## src/ctrl_pkg.sv

```systemverilog
`default_nettype none

package ctrl_pkg;

  // controller FSM states
  typedef enum logic [3:0] {
    RESET,
    BOOT_SET,
    WAIT_SLEEP,
    SLEEP,
    FIRST_FETCH,
    DECODE,
    FLUSH_EX,
    FLUSH_WB,
    IRQ_TAKEN_ID,
    IRQ_TAKEN_IF
  } ctrl_state_t;

  // selects the next fetch address in the IF stage
  typedef enum logic [2:0] {
    PC_BOOT      = 3'b000,
    PC_JUMP      = 3'b010,
    PC_BRANCH    = 3'b011,
    PC_EXCEPTION = 3'b100,
    PC_ERET      = 3'b101
  } pc_mux_t;

  // jump kind as reported by the decoder
  typedef enum logic [1:0] {
    BRANCH_NONE = 2'b00,
    BRANCH_JAL  = 2'b01,
    BRANCH_JALR = 2'b10,
    BRANCH_COND = 2'b11
  } jump_kind_t;

  // strobes towards the exception controller
  typedef struct packed {
    logic exc_ack;
    logic irq_ack;
    // save the PC of the IF or the ID stage
    logic save_if;
    logic save_id;
    // mret restores the saved ID PC
    logic restore_id;
  } exc_ctrl_t;

endpackage

`default_nettype wire

```

## src/fwd_pkg.sv

```systemverilog
`default_nettype none

package fwd_pkg;

  // operand source mux selects in the ID stage
  typedef enum logic [1:0] {
    SEL_REGFILE = 2'b00,
    SEL_FW_EX   = 2'b01,
    SEL_FW_WB   = 2'b10
  } fwd_sel_t;

  // one bit per source register of the ID instruction
  // set when a stage's destination equals that source
  typedef struct packed {
    logic a;
    logic b;
    logic c;
  } operand_match_t;

  // matches of the EX, WB and ALU write ports
  typedef struct packed {
    operand_match_t ex;
    operand_match_t wb;
    operand_match_t alu;
  } stage_match_t;

  // selects for all three operands
  typedef struct packed {
    fwd_sel_t a;
    fwd_sel_t b;
    fwd_sel_t c;
  } fwd_sels_t;

endpackage

`default_nettype wire

```

## src/ctrl_fsm.sv

```systemverilog
`default_nettype none
`timescale 1ns/100ps

module ctrl_fsm
(
  input  wire logic                  clk,
  input  wire logic                  rst_n,
  input  wire logic                  fetch_enable_i,
  input  wire logic                  instr_valid_i,
  input  wire logic                  branch_taken_ex_i,
  input  wire logic                  id_ready_i,
  input  wire logic                  ex_valid_i,
  input  wire logic                  ext_req_i,
  input  wire logic                  int_req_i,
  input  wire logic                  mret_insn_i,
  input  wire logic                  pipe_flush_i,
  input  wire logic                  jr_stall_i,
  input  wire ctrl_pkg::jump_kind_t  jump_in_dec_i,
  output logic                       busy_o,
  output logic                       first_fetch_o,
  output logic                       is_decoding_o,
  output logic                       instr_req_o,
  output logic                       pc_set_o,
  output logic                       halt_if_o,
  output logic                       halt_id_o,
  output ctrl_pkg::pc_mux_t          pc_mux_o,
  output ctrl_pkg::exc_ctrl_t        exc_o
);

  ctrl_pkg::ctrl_state_t state_q;
  ctrl_pkg::ctrl_state_t state_d;
  logic                  jump_done_q;
  logic                  jump_done_d;
  logic                  jump_in_dec;

  // only unconditional jumps are resolved in ID
  assign jump_in_dec = (jump_in_dec_i == ctrl_pkg::BRANCH_JAL) ||
                       (jump_in_dec_i == ctrl_pkg::BRANCH_JALR);

  ////////////////////
  // next state and strobes
  ////////////////////

  always_comb
  begin
    state_d       = state_q;
    jump_done_d   = jump_done_q;
    busy_o        = 1'b1;
    instr_req_o   = 1'b1;
    first_fetch_o = 1'b0;
    is_decoding_o = 1'b0;
    pc_set_o      = 1'b0;
    pc_mux_o      = ctrl_pkg::PC_BOOT;
    halt_if_o     = 1'b0;
    halt_id_o     = 1'b0;
    exc_o         = '0;

    case (state_q)
      // idle after reset until the core is enabled
      ctrl_pkg::RESET:
      begin
        busy_o      = 1'b0;
        instr_req_o = 1'b0;
        if (fetch_enable_i)
          state_d = ctrl_pkg::BOOT_SET;
      end

      // load the boot address into the fetch unit
      ctrl_pkg::BOOT_SET:
      begin
        pc_set_o = 1'b1;
        pc_mux_o = ctrl_pkg::PC_BOOT;
        state_d  = ctrl_pkg::FIRST_FETCH;
      end

      ctrl_pkg::WAIT_SLEEP:
      begin
        busy_o      = 1'b0;
        instr_req_o = 1'b0;
        halt_if_o   = 1'b1;
        halt_id_o   = 1'b1;
        state_d     = ctrl_pkg::SLEEP;
      end

      // pipeline is empty, wake on enable or an external interrupt
      ctrl_pkg::SLEEP:
      begin
        busy_o      = 1'b0;
        instr_req_o = 1'b0;
        halt_if_o   = 1'b1;
        halt_id_o   = 1'b1;
        if (fetch_enable_i || ext_req_i)
          state_d = ctrl_pkg::FIRST_FETCH;
      end

      // wait for the first instruction to reach ID
      ctrl_pkg::FIRST_FETCH:
      begin
        first_fetch_o = 1'b1;
        if (id_ready_i)
          state_d = ctrl_pkg::DECODE;
        // interrupt is taken on the IF PC, nothing in ID yet
        if (ext_req_i)
        begin
          halt_if_o = 1'b1;
          halt_id_o = 1'b1;
          state_d   = ctrl_pkg::IRQ_TAKEN_IF;
        end
      end

      ctrl_pkg::DECODE:
      begin
        // a taken branch in EX kills the ID instruction
        if (instr_valid_i && !branch_taken_ex_i)
        begin
          is_decoding_o = 1'b1;
          if (ext_req_i)
          begin
            halt_if_o = 1'b1;
            halt_id_o = 1'b1;
            state_d   = ctrl_pkg::FLUSH_EX;
          end
          else if (jump_in_dec)
          begin
            pc_mux_o = ctrl_pkg::PC_JUMP;
            // target known in ID, set once and only when jr operand is ready
            if (!jr_stall_i && !jump_done_q)
            begin
              pc_set_o    = 1'b1;
              jump_done_d = 1'b1;
            end
          end
          else if (mret_insn_i || int_req_i || pipe_flush_i)
          begin
            // mret, ecall/illegal and wfi all drain the pipe first
            halt_if_o = 1'b1;
            halt_id_o = 1'b1;
            state_d   = ctrl_pkg::FLUSH_EX;
          end
        end
        if (branch_taken_ex_i)
        begin
          pc_set_o = 1'b1;
          pc_mux_o = ctrl_pkg::PC_BRANCH;
        end
      end

      // hold IF and ID until EX has finished
      ctrl_pkg::FLUSH_EX:
      begin
        halt_if_o = 1'b1;
        halt_id_o = 1'b1;
        if (ex_valid_i)
          state_d = ext_req_i ? ctrl_pkg::IRQ_TAKEN_ID : ctrl_pkg::FLUSH_WB;
      end

      // EX and WB are empty, CSR state is now safe to update
      ctrl_pkg::FLUSH_WB:
      begin
        halt_if_o = 1'b1;
        halt_id_o = 1'b1;
        if (int_req_i)
        begin
          pc_set_o          = 1'b1;
          pc_mux_o          = ctrl_pkg::PC_EXCEPTION;
          exc_o.exc_ack     = 1'b1;
          exc_o.save_id     = 1'b1;
        end
        else if (mret_insn_i)
        begin
          pc_set_o          = 1'b1;
          pc_mux_o          = ctrl_pkg::PC_ERET;
          exc_o.restore_id  = 1'b1;
        end
        state_d = fetch_enable_i ? ctrl_pkg::DECODE : ctrl_pkg::WAIT_SLEEP;
      end

      ctrl_pkg::IRQ_TAKEN_ID:
      begin
        pc_set_o      = 1'b1;
        pc_mux_o      = ctrl_pkg::PC_EXCEPTION;
        exc_o.exc_ack = 1'b1;
        exc_o.irq_ack = 1'b1;
        exc_o.save_id = 1'b1;
        state_d       = ctrl_pkg::DECODE;
      end

      ctrl_pkg::IRQ_TAKEN_IF:
      begin
        pc_set_o      = 1'b1;
        pc_mux_o      = ctrl_pkg::PC_EXCEPTION;
        exc_o.exc_ack = 1'b1;
        exc_o.irq_ack = 1'b1;
        exc_o.save_if = 1'b1;
        state_d       = ctrl_pkg::DECODE;
      end

      // unused encodings fall back to reset
      default:
      begin
        instr_req_o = 1'b0;
        state_d     = ctrl_pkg::RESET;
      end
    endcase
  end

  always_ff @(posedge clk or negedge rst_n)
  begin
    if (!rst_n)
    begin
      state_q     <= ctrl_pkg::RESET;
      jump_done_q <= 1'b0;
    end
    else
    begin
      state_q     <= state_d;
      // cleared once ID accepts the next instruction
      jump_done_q <= jump_done_d & ~id_ready_i;
    end
  end

  ////////////////////
  // checks
  ////////////////////

  // no branch prediction in IF, so taken branches cannot follow each other
  assert property (@(posedge clk) disable iff (!rst_n)
    branch_taken_ex_i |=> !branch_taken_ex_i)
    else $error("back-to-back taken branches");

  // a jump held in ID redirects fetch only once
  assert property (@(posedge clk) disable iff (!rst_n)
    (pc_set_o && (pc_mux_o == ctrl_pkg::PC_JUMP) && !id_ready_i)
      |=> !(pc_set_o && (pc_mux_o == ctrl_pkg::PC_JUMP)))
    else $error("jump set the pc twice");

endmodule

`default_nettype wire

```

## src/hazard_unit.sv

```systemverilog
`default_nettype none
`timescale 1ns/100ps

module hazard_unit
(
  input  wire logic                  is_decoding_i,
  input  wire logic                  illegal_insn_i,
  input  wire logic                  data_req_ex_i,
  input  wire logic                  regfile_we_ex_i,
  input  wire logic                  regfile_we_wb_i,
  input  wire logic                  regfile_alu_we_fw_i,
  input  wire ctrl_pkg::jump_kind_t  jump_in_dec_i,
  input  wire fwd_pkg::stage_match_t match_i,
  output logic                       load_stall_o,
  output logic                       jr_stall_o,
  output logic                       deassert_we_o
);

  always_comb
  begin
    // load in EX writes a register the ID instruction reads
    load_stall_o = data_req_ex_i && regfile_we_ex_i &&
                   (match_i.ex.a || match_i.ex.b || match_i.ex.c);

    // jalr target comes from operand a, wait until it sits in the regfile
    jr_stall_o = (jump_in_dec_i == ctrl_pkg::BRANCH_JALR) &&
                 ((regfile_we_wb_i && match_i.wb.a) ||
                  (regfile_we_ex_i && match_i.ex.a) ||
                  (regfile_alu_we_fw_i && match_i.alu.a));

    // stalled, killed or illegal instructions must not write back
    deassert_we_o = load_stall_o || jr_stall_o || !is_decoding_i || illegal_insn_i;
  end

endmodule

`default_nettype wire

```

## src/fwd_unit.sv

```systemverilog
`default_nettype none
`timescale 1ns/100ps

module fwd_unit
(
  input  wire logic                  regfile_we_wb_i,
  input  wire logic                  regfile_alu_we_fw_i,
  input  wire logic                  data_misaligned_i,
  input  wire logic                  mult_multicycle_i,
  input  wire fwd_pkg::stage_match_t match_i,
  output fwd_pkg::fwd_sels_t         fwd_sel_o
);

  always_comb
  begin
    // no hazard, read the register file
    fwd_sel_o.a = fwd_pkg::SEL_REGFILE;
    fwd_sel_o.b = fwd_pkg::SEL_REGFILE;
    fwd_sel_o.c = fwd_pkg::SEL_REGFILE;

    // older result from WB
    if (regfile_we_wb_i)
    begin
      if (match_i.wb.a)
        fwd_sel_o.a = fwd_pkg::SEL_FW_WB;
      if (match_i.wb.b)
        fwd_sel_o.b = fwd_pkg::SEL_FW_WB;
      if (match_i.wb.c)
        fwd_sel_o.c = fwd_pkg::SEL_FW_WB;
    end

    // younger ALU result wins over WB
    if (regfile_alu_we_fw_i)
    begin
      if (match_i.alu.a)
        fwd_sel_o.a = fwd_pkg::SEL_FW_EX;
      if (match_i.alu.b)
        fwd_sel_o.b = fwd_pkg::SEL_FW_EX;
      if (match_i.alu.c)
        fwd_sel_o.c = fwd_pkg::SEL_FW_EX;
    end

    // second half of a misaligned access reuses the address from EX
    if (data_misaligned_i)
    begin
      fwd_sel_o.a = fwd_pkg::SEL_FW_EX;
      fwd_sel_o.b = fwd_pkg::SEL_REGFILE;
    end
    // multicycle mul keeps its partial result on operand c
    else if (mult_multicycle_i)
    begin
      fwd_sel_o.c = fwd_pkg::SEL_FW_EX;
    end
  end

endmodule

`default_nettype wire

```

## src/pipe_ctrl_top.sv

```systemverilog
`default_nettype none
`timescale 1ns/100ps

module pipe_ctrl_top
(
  input  wire logic                  clk,
  input  wire logic                  rst_n,
  // fetch and decode status
  input  wire logic                  fetch_enable_i,
  input  wire logic                  instr_valid_i,
  input  wire logic                  branch_taken_ex_i,
  input  wire logic                  id_ready_i,
  input  wire logic                  ex_valid_i,
  input  wire logic                  ext_req_i,
  input  wire logic                  int_req_i,
  input  wire logic                  mret_insn_i,
  input  wire logic                  pipe_flush_i,
  input  wire logic                  illegal_insn_i,
  input  wire ctrl_pkg::jump_kind_t  jump_in_dec_i,
  // register write ports and operand matches
  input  wire logic                  data_req_ex_i,
  input  wire logic                  regfile_we_ex_i,
  input  wire logic                  regfile_we_wb_i,
  input  wire logic                  regfile_alu_we_fw_i,
  input  wire logic                  data_misaligned_i,
  input  wire logic                  mult_multicycle_i,
  input  wire fwd_pkg::stage_match_t match_i,
  // controller outputs
  output logic                       busy_o,
  output logic                       first_fetch_o,
  output logic                       is_decoding_o,
  output logic                       instr_req_o,
  output logic                       pc_set_o,
  output logic                       halt_if_o,
  output logic                       halt_id_o,
  output ctrl_pkg::pc_mux_t          pc_mux_o,
  output ctrl_pkg::exc_ctrl_t        exc_o,
  // stalls and forwarding
  output logic                       load_stall_o,
  output logic                       jr_stall_o,
  output logic                       deassert_we_o,
  output fwd_pkg::fwd_sels_t         fwd_sel_o
);

  ctrl_fsm u_ctrl_fsm (
    .clk               (clk),
    .rst_n             (rst_n),
    .fetch_enable_i    (fetch_enable_i),
    .instr_valid_i     (instr_valid_i),
    .branch_taken_ex_i (branch_taken_ex_i),
    .id_ready_i        (id_ready_i),
    .ex_valid_i        (ex_valid_i),
    .ext_req_i         (ext_req_i),
    .int_req_i         (int_req_i),
    .mret_insn_i       (mret_insn_i),
    .pipe_flush_i      (pipe_flush_i),
    .jr_stall_i        (jr_stall_o),
    .jump_in_dec_i     (jump_in_dec_i),
    .busy_o            (busy_o),
    .first_fetch_o     (first_fetch_o),
    .is_decoding_o     (is_decoding_o),
    .instr_req_o       (instr_req_o),
    .pc_set_o          (pc_set_o),
    .halt_if_o         (halt_if_o),
    .halt_id_o         (halt_id_o),
    .pc_mux_o          (pc_mux_o),
    .exc_o             (exc_o)
  );

  // jr_stall feeds the FSM, is_decoding comes back, no loop since
  // jr_stall does not depend on is_decoding
  hazard_unit u_hazard_unit (
    .is_decoding_i       (is_decoding_o),
    .illegal_insn_i      (illegal_insn_i),
    .data_req_ex_i       (data_req_ex_i),
    .regfile_we_ex_i     (regfile_we_ex_i),
    .regfile_we_wb_i     (regfile_we_wb_i),
    .regfile_alu_we_fw_i (regfile_alu_we_fw_i),
    .jump_in_dec_i       (jump_in_dec_i),
    .match_i             (match_i),
    .load_stall_o        (load_stall_o),
    .jr_stall_o          (jr_stall_o),
    .deassert_we_o       (deassert_we_o)
  );

  fwd_unit u_fwd_unit (
    .regfile_we_wb_i     (regfile_we_wb_i),
    .regfile_alu_we_fw_i (regfile_alu_we_fw_i),
    .data_misaligned_i   (data_misaligned_i),
    .mult_multicycle_i   (mult_multicycle_i),
    .match_i             (match_i),
    .fwd_sel_o           (fwd_sel_o)
  );

endmodule

`default_nettype wire

```

## config.mk

```make
export PLATFORM = sky130hd
export DESIGN_NAME = pipe_ctrl_top
export DESIGN_NICKNAME = d
export VERILOG_FILES = /design/src/ctrl_pkg.sv /design/src/fwd_pkg.sv /design/src/ctrl_fsm.sv /design/src/hazard_unit.sv /design/src/fwd_unit.sv /design/src/pipe_ctrl_top.sv
export SDC_FILE = /design/constraint.sdc
export NUM_CORES = 1
export LEC_CHECK = 0
export BUFFER_PORTS_ARGS = -buffer_cell sky130_fd_sc_hd__buf_2
export CAP_MARGIN = 20
export CORE_MARGIN = 3
export CORE_UTILIZATION = 39
export DETAILED_ROUTE_END_ITERATION = 16
export PLACE_DENSITY = 0.81
export SLEW_MARGIN = 20
export SYNTH_ARGS = -nofsm -noshare
export SYNTH_HDL_FRONTEND = slang
export SYNTH_SLANG_ARGS = --single-unit
```

## constraint.sdc

```tcl
create_clock -name clk -period 2.35 [get_ports clk]
set_clock_uncertainty 0.2 [all_clocks]
set_input_delay 0.235 -clock clk [delete_from_list [all_inputs] [get_ports clk]]
set_output_delay 0.235 -clock clk [all_outputs]
set_load 0.1 [all_outputs]
```

==> results of run 1 <==
-- metrics by stage --
step	TNS, ps	utilization (%)	cell area [um^2]	hold slack [ps]
after floorplan	-914	-	785	-261
after global placement	0	74.2	1160	-151
after detailed placement	0	74.2	1160	-147
after CTS	0	77.2	1200	127
after global routing	0	77.2	1200	150
final	0	77.2	1200	128
-- cell usage after synthesis, types with 2 or more instances --
master	count	area share, %
nor3_1	5	3.7
nor2_1	13	7.2
buf_2	4	3.0
nand3_1	6	4.5
o211ai_1	2	2.2
o21ai_0	8	5.9
inv_1	7	3.9
nand2b_1	4	3.7
dfrtp_1	5	19
a21oi_1	6	4.5
a21boi_0	2	2.2
nor2b_1	2	1.9
nand2_1	14	7.8
-- cell families (layout without fill, tap and decap cells) --
| kind of cell | Yosys count | count (layout) | synth area share, % |
|---|---|---|---|
| flops | 5 | 5 | 18.6 |
| fa+ha+maj | 1 | 1 | 1.86 |
| buf+inv | 13 | 70 | 8.55 |
| mux | 1 | 1 | 2.23 |
| compound gates | 29 | 29 | 29.6 |
| simple gates | 52 | 52 | 39.2 |
-- state kept, by name, indices dropped and copies added, names as in the netlist --
name,flops
u_ctrl_fsm.jump_done_q,1
u_ctrl_fsm.state_q,4
-- how the worst max path moves through the flow --
stage          cells past startpoint  slack, ps          end
3_3_place_gp                       8        390    halt_id_o
6_report                           5        110     pc_set_o
4_1_cts                            5        110     pc_set_o
2_1_floorplan                      3       -210  pc_mux_o[2]
5_1_grt                            5         30     pc_set_o
3_5_place_dp                       5        380     pc_set_o
-- metal layers --
layer / wire length (um) / part of all wire, % / vias up
met4: 14 / 0.60 / 0
met5: 0 / 0 / -
met3: 237 / 10 / 3
met1: 976 / 42 / 440
met2: 1090 / 47 / 42
li1: - / - / 475
-- final cells by class --
cell class	instances	area, um^2	area share (%)
tap	16	20.0	1.66
timing repair buffer	59	438	36.4
inverter	7	26.3	2.18
multi-input combinational	83	568	47.2
clock buffer	4	26.3	2.18
sequential	5	125	10.4
-- worst register-to-register path: cells and delay by family, from the launching register on --
family / cells / cell delay [ps]
buffers and inverters: 1 / 200
DFF: 1 / 370
and+or+nand+nor: 2 / 370
muxes: 1 / 330
AOI/OAI and AO/OA: 1 / 210
==> run metrics, run 1 <==
I/O pin count 53; Hold Violations, Final 0; crit path kind flip-flop to output port; Synth Cell Area 673 um^2; # diodes 0; DIE AREA 2260 um^2; setup ws final 108 ps; pre-CTS setup slack 375 ps; total CTS buffers 3; final std cells w/o fill 174; Reg-to-Reg End u_ctrl_fsm.state_q[1]; EDFF count, synth 0; Area growth syn-to-layout 78.8%; FF+latch count, synth 5; status finished clean; RSZ-0062 raised after global routing false; clk buf depth 2; Worst Path Arrival 1810 ps; Slowest-stage cell, CP dfrtp_1; Worst slew margin 68.3%; Setup Fix Bufs, Post-CTS 0; busiest grt layer met2; vias in the first global route 813; Clock transition at path regs 40 ps; GRT Residual Overflow 0; initial antenna violation count 0; Tcrit/Tclk final 95.4%; Post-CTS Hold Buffers 2; Netlist cell types 36; CTS sink cnt 5; worst reg2reg path depth 5; Hold Crit Class input pin to asynchronous set/reset pin; CP bufs+invs 1; Crit. Startpoint u_ctrl_fsm.state_q[3]; Worst EP required 1910 ps; Fill cells 116; most common cell after layout, fill and taps aside buf_2; total routed wirelength 2320 um; TritonCTS clock tree done; worst path cell trace nand4bb_1 > nor2_4 > nand3_1 > o221ai_4 > buf_12; fmax 0.446 GHz; # setup viols final 0; crit end category output port; share of layout cells above drive strength 1 50.6%; Vias 960; CP top delay family simple AND/OR/NAND/NOR gates; R2R Setup Slk 540 ps; drt wl/cell 13.3 um; Starting Density 43.2%; 1st-pass router iterations 4; part of the Yosys area used for sequential elements 18.6%; max_cap viols 0; Pins Over Slew Limit 0; slowest stage delay, CP 470 ps; async set-or-reset flop fraction in the synthesized netlist 100%; first-pass GRT wire length 3370 um; Avg Cell Area, Syn 6.66 um^2; Max Fanout on Critical Path 7; CORE AREA 1560 um^2; final worst path period need 2240 ps; Mapped Nets 131; Root Driver clkbuf_4; die height 47.5 um; Post-route DRC 0; placed insts 168; startpoint types flip-flop; pin count of the biggest net entering global routing 21; post-route ant nets 0; H-tree depth 1; total global-route track usage 20.3%; GP Congestion 0.900; Die X-Extent 47.5 um; grt met2 use 34.0%; Worst-Skew Late Latency 240 ps; synthesized instance count 101; count of port buffers added during placement 52; most frequent cells in the layout buf_2, nand2_1, buf_12, nor2_1, inv_1; Nets 189; worst r2r src u_ctrl_fsm.state_q[1]; synth warn 0; Resized Gates After CTS 0; Slew @ Worst Pin 471 ps; Rows 14; via-per-instance ratio 5.52; global-route track usage on met3 3.01%; ys flop type dfrtp_1; met1 Use GR 26.7%; 1st-iter DRT viols 22; post-detail-place hpwl 1940 um
Power of run 1 is not shown: default switching activity piles up to over one toggle a cycle in this logic, so the estimate is an artifact.
==> run 2: changes to the inputs <==
--- a/config.mk
+++ b/config.mk
@@ -8,9 +8,11 @@
 export BUFFER_PORTS_ARGS = -buffer_cell sky130_fd_sc_hd__buf_2
 export CAP_MARGIN = 20
 export CORE_MARGIN = 3
-export CORE_UTILIZATION = 39
+export CORE_UTILIZATION = 40
+export CTS_BUF_LIST = sky130_fd_sc_hd__clkbuf_4 sky130_fd_sc_hd__clkbuf_8
 export DETAILED_ROUTE_END_ITERATION = 16
-export PLACE_DENSITY = 0.81
+export MAX_ROUTING_LAYER = met4
+export PLACE_DENSITY = 0.82
 export SLEW_MARGIN = 20
 export SYNTH_ARGS = -nofsm -noshare
 export SYNTH_HDL_FRONTEND = slang
==> run 2 against run 1 <==
  * Clock-buffer cell count stayed put
  * Via count is 1.1% lower
  * Wire length is 5.0% higher
  * Register-to-register slack hardly changed
  * Worst setup slack better by 71 ps
  * Final cell count is 0.57% lower
  * Critical path depth stayed put
  * Fmax is 3.3% higher
  * Final area is 0.21% lower
  * Core utilization is 0.72 points higher
  * Critical path type unchanged
  * Highest routed layer unchanged
==> run metrics, run 2 (synthesis results as in run 1) <==
total routed wirelength 2440 um (was 2320 um); count of port buffers added during placement 52 (unchanged); clk buf depth 2 (unchanged); I/O pin count 53 (unchanged); CTS sink cnt 5 (unchanged); largest registers u_ctrl_fsm.state_q x4, u_ctrl_fsm.jump_done_q x1 (unchanged); Clock transition at path regs 40 ps (about the same); placed insts 167 (was 168); final std cells w/o fill 173 (was 174); met1 Use GR 27.0% (was 26.7%); Rows 14 (unchanged); Final TNS setup 0 ps (unchanged); global-route track usage on met3 3.07% (was 3.01%); # diodes 0 (unchanged); most common cell after layout, fill and taps aside buf_2 (unchanged); pin count of the biggest net entering global routing 21 (unchanged); Worst EP required 1910 ps (about the same); vias in the first global route 832 (was 813); RSZ-0062 raised after global routing false (unchanged); busiest grt layer met2 (unchanged); post-route ant nets 0 (unchanged); Pins Over Slew Limit 0 (unchanged); startpoint types flip-flop (unchanged); final worst path period need 2170 ps (was 2240 ps); Worst slew margin 63.5% (was 68.3%); max_cap viols 0 (unchanged); Reg area 126 um^2 (was 125 um^2); register name with the most flops u_ctrl_fsm.state_q (unchanged); post-detail-place hpwl 2050 um (was 1940 um); status finished clean (unchanged); Post-route DRC 0 (unchanged); most frequent cells in the layout buf_2, nand2_1, buf_12, nor2_1, inv_1 (unchanged); footprint of the multi-input gates 568 um^2 (unchanged); die height 47.0 um (was 47.5 um); Hold Crit Class input pin to asynchronous set/reset pin (unchanged); total global-route track usage 23.2% (was 20.3%); first-pass GRT wire length 3510 um (was 3370 um); Nets 188 (was 189); crit path kind flip-flop to output port (unchanged); GRT Residual Overflow 0 (unchanged); Slew @ Worst Pin 542 ps (was 471 ps); CORE AREA 1540 um^2 (was 1560 um^2); dpl cell area 1150 um^2 (was 1160 um^2); # setup viols final 0 (unchanged); total CTS buffers 3 (unchanged); Root Driver clkbuf_4 (unchanged); Worst-Skew Late Latency 240 ps (about the same); Tcrit/Tclk final 92.4% (was 95.4%); DIE AREA 2210 um^2 (was 2260 um^2); drt wl/cell 14.1 um (was 13.3 um); Fill cells 113 (was 116); fmax 0.461 GHz (was 0.446 GHz); 1st-pass router iterations 4 (unchanged); Area growth syn-to-layout 78.4% (was 78.8%); Max Fanout on Critical Path 13 (was 7); share of layout cells above drive strength 1 51.6% (was 50.6%); H-tree depth 1 (unchanged); crit end category output port (unchanged); initial antenna violation count 0 (unchanged); GP Congestion 0.862 (was 0.900); grt met2 use 37.9% (was 34.0%); Vias 949 (was 960); 1st-iter DRT viols 31 (was 22); Setup Fix Bufs, Post-CTS 0 (unchanged); smallest hold slack 130 ps (was 128 ps); Die X-Extent 47.0 um (was 47.5 um); Worst Path Arrival 1740 ps (was 1810 ps); TritonCTS clock tree done (unchanged); Hold Violations, Final 0 (unchanged); Starting Density 43.7% (was 43.2%); max reg flops 4 (unchanged); via-per-instance ratio 5.49 (was 5.52); Design Area, Final 1200 um^2 (about the same)
-- run 2: changes by cell type in the layout (fill, tap and decap cells not counted) --
cell      change
clkbuf_1      -1
clkbuf_4      +1
dfrtp_2       +1
buf_4         -1
dfrtp_1       -1
-- run 2: worst paths after layout --
check / startpoint / to / slack [ps] / cells after the start
min reg2reg: u_ctrl_fsm.jump_done_q / u_ctrl_fsm.jump_done_q / 390 / 2
max: u_ctrl_fsm.state_q[0] / halt_if_o / 180 / 5
max in group asynchronous: rst_n / u_ctrl_fsm.state_q[0] / 1670 / 2
min in group clk: fetch_enable_i / u_ctrl_fsm.state_q[0] / 130 / 4
max reg2reg: u_ctrl_fsm.state_q[1] / u_ctrl_fsm.state_q[1] / 530 / 5
min: rst_n / u_ctrl_fsm.state_q[2] / 130 / 2
-- run 2: critical path, stage by stage (launching register included) --
cell     delay, ps
dfrtp_2        480
inv_1          100
o41ai_1        370
a21oi_1        160
nor2_4         190
buf_12         190
-- run 2: cell type report --
class | count | area share [%]
multi-input cells | 83 | 47.3
well taps | 16 | 1.67
clock buffers | 4 | 2.50
inverters | 7 | 2.19
flip-flops and latches | 5 | 10.5
repair buffers | 58 | 35.8
-- run 2: metal layers --
layer	up-vias	wire, um
met5	-	0
met4	0	93
met3	10	218
met2	45	1180
met1	417	941
li1	477	-
-- run 2: per-stage QoR --
step,utilization (%),setup WS [ps]
after CTS,77.8,64.8
final,77.9,179
after global placement,74.6,370
after global routing,77.9,96.9
after detailed placement,74.6,326
after floorplan,-,-209
-- run 2: timing repair --
action / CTS / global route
hold endpoints to repair: 6 / 0
gates resized for setup: 0 / 1
setup endpoints to repair: 0 / 3
hold buffers: 2 / 0
Power of run 2 is left out for the same reason.
==> run 3: changes to the inputs <==
--- a/config.mk
+++ b/config.mk
@@ -7,12 +7,14 @@
 export LEC_CHECK = 0
 export BUFFER_PORTS_ARGS = -buffer_cell sky130_fd_sc_hd__buf_2
 export CAP_MARGIN = 20
+export CELL_PAD_IN_SITES_DETAIL_PLACEMENT = 1
+export CELL_PAD_IN_SITES_GLOBAL_PLACEMENT = 1
 export CORE_MARGIN = 3
-export CORE_UTILIZATION = 40
+export CORE_UTILIZATION = 25
 export CTS_BUF_LIST = sky130_fd_sc_hd__clkbuf_4 sky130_fd_sc_hd__clkbuf_8
 export DETAILED_ROUTE_END_ITERATION = 16
 export MAX_ROUTING_LAYER = met4
-export PLACE_DENSITY = 0.82
+export PLACE_DENSITY = 0.81
 export SLEW_MARGIN = 20
 export SYNTH_ARGS = -nofsm -noshare
 export SYNTH_HDL_FRONTEND = slang
==> run 3 against run 2 <==
  * Clock-buffer cell count is the same
  * Die area is 52% higher
  * Non-clock buffer count up 1
  * Final area increased by 2.0%
  * Via count rose by 2.6%
  * Core utilization shrank 29 points
  * Fmax decreased by 2.1%
  * Critical path type unchanged
==> run metrics, run 3 (synthesis results as in run 1) <==
status finished clean (unchanged); Worst-Skew Late Latency 240 ps (about the same); Area growth syn-to-layout 82.0% (was 78.4%); Tcrit/Tclk final 94.4% (was 92.4%); TritonCTS clock tree done (unchanged); total CTS buffers 3 (unchanged); # setup viols final 0 (unchanged); Die X-Extent 57.9 um (was 47.0 um); I/O pin count 53 (unchanged); crit end category output port (unchanged); share of layout cells above drive strength 1 51.3% (was 51.6%); GP Congestion 0.817 (was 0.862); busiest grt layer met2 (unchanged); worst reg2reg path depth 5 (unchanged); drt wl/cell 14.5 um (was 14.1 um); first-pass GRT wire length 4570 um (was 3510 um); startpoint types flip-flop (unchanged); 1st-iter DRT viols 33 (was 31); crit path kind flip-flop to output port (unchanged); grt met2 use 28.2% (was 37.9%); max_cap viols 0 (unchanged); placed insts 182 (was 167); total global-route track usage 17.7% (was 23.2%); final worst path period need 2220 ps (was 2170 ps); total routed wirelength 2730 um (was 2440 um); Design Area, Final 1220 um^2 (was 1200 um^2); vias in the first global route 1034 (was 832); Reg-to-Reg End u_ctrl_fsm.state_q[2] (was u_ctrl_fsm.state_q[1]); max reg flops 4 (unchanged); largest registers u_ctrl_fsm.state_q x4, u_ctrl_fsm.jump_done_q x1 (unchanged); met1 Use GR 22.7% (was 27.0%); initial antenna violation count 0 (unchanged); footprint of the multi-input gates 568 um^2 (unchanged); post-route ant nets 0 (unchanged); most common cell after layout, fill and taps aside buf_2 (unchanged); final std cells w/o fill 188 (was 173); worst r2r src u_ctrl_fsm.state_q[3] (was u_ctrl_fsm.state_q[1]); RSZ-0062 raised after global routing false (unchanged); CTS sink cnt 5 (unchanged); die height 57.9 um (was 47.0 um); pin count of the biggest net entering global routing 21 (unchanged); Reg area 125 um^2 (was 126 um^2); Fill cells 324 (was 113); Vias 974 (was 949); count of port buffers added during placement 52 (unchanged); CORE AREA 2520 um^2 (was 1540 um^2); global-route track usage on met3 2.23% (was 3.07%); GRT Residual Overflow 0 (unchanged); fmax 0.451 GHz (was 0.461 GHz); DIE AREA 3350 um^2 (was 2210 um^2); Rows 18 (was 14); Hold Crit Class input pin to asynchronous set/reset pin (unchanged); Setup Fix Bufs, Post-CTS 0 (unchanged); 1st-pass router iterations 4 (unchanged); dpl cell area 1170 um^2 (was 1150 um^2); Starting Density 26.7% (was 43.7%); register name with the most flops u_ctrl_fsm.state_q (unchanged); Pins Over Slew Limit 0 (unchanged); R2R Setup Slk 500 ps (was 530 ps); Worst slew margin 67.4% (was 63.5%); via-per-instance ratio 5.18 (was 5.49); smallest hold slack 148 ps (was 130 ps); clk buf depth 2 (unchanged); Root Driver clkbuf_4 (unchanged); Worst EP required 1910 ps (about the same); # diodes 0 (unchanged); Post-route DRC 0 (unchanged); Max Fanout on Critical Path 7 (was 13); H-tree depth 1 (unchanged); Hold Violations, Final 0 (unchanged); Nets 189 (was 188); Clock transition at path regs 40 ps (about the same); post-detail-place hpwl 2220 um (was 2050 um); most frequent cells in the layout buf_2, nand2_1, buf_12, nor2_1, inv_1 (unchanged); Worst Path Arrival 1780 ps (was 1740 ps); Slew @ Worst Pin 492 ps (was 542 ps)
run 3: timing repair:
item / 4_1_cts / 5_1_grt
hold buffers: 2 / 0
hold endpoints to repair: 6 / 0
resized for setup: 0 / 0
setup endpoints to repair: 0 / 0
run 3: through the flow:
| stage | setup TNS (ps) | setup slack (ps) | util, % |
|---|---|---|---|
| after floorplan | -914 | -209 | - |
| after CTS | 0 | 124 | 48.6 |
| after detailed placement | 0 | 369 | 46.6 |
| after global placement | 0 | 377 | 46.6 |
| final | 0 | 132 | 48.6 |
| after global routing | 0 | 4.03 | 48.6 |
run 3: cell type report:
cell class,count,area share (%)
sequential,5,10.2
timing repair buffer,59,35.8
multi-input combinational,83,46.4
tap,30,3.06
clock buffer,4,2.45
inverter,7,2.15
run 3: worst max-delay path by stage:
stage	start	end	slack, ps	cells past startpoint
CTS	u_ctrl_fsm.state_q[3]	pc_set_o	120	5
global route	u_ctrl_fsm.state_q[2]	pc_mux_o[2]	4	6
global placement	jump_in_dec_i[0]	halt_id_o	380	8
floorplan	u_ctrl_fsm.state_q[1]	pc_mux_o[2]	-210	3
detailed placement	jump_in_dec_i[0]	halt_id_o	370	8
finish	u_ctrl_fsm.state_q[3]	pc_set_o	130	5
run 3: critical path, cell delays in order (launching register included):
cell	delay, ps
dfrtp_1	440
nand4bb_1	320
nor2_4	180
nand3_1	160
o221ai_4	230
buf_12	200
run 3: layer usage:
metal  vias to the layer above  wire, um
li1                        478         -
met3                         4       267
met5                         -         0
met1                       438      1140
met2                        54      1280
met4                         0        38
Power of run 3 is left out for the same reason.
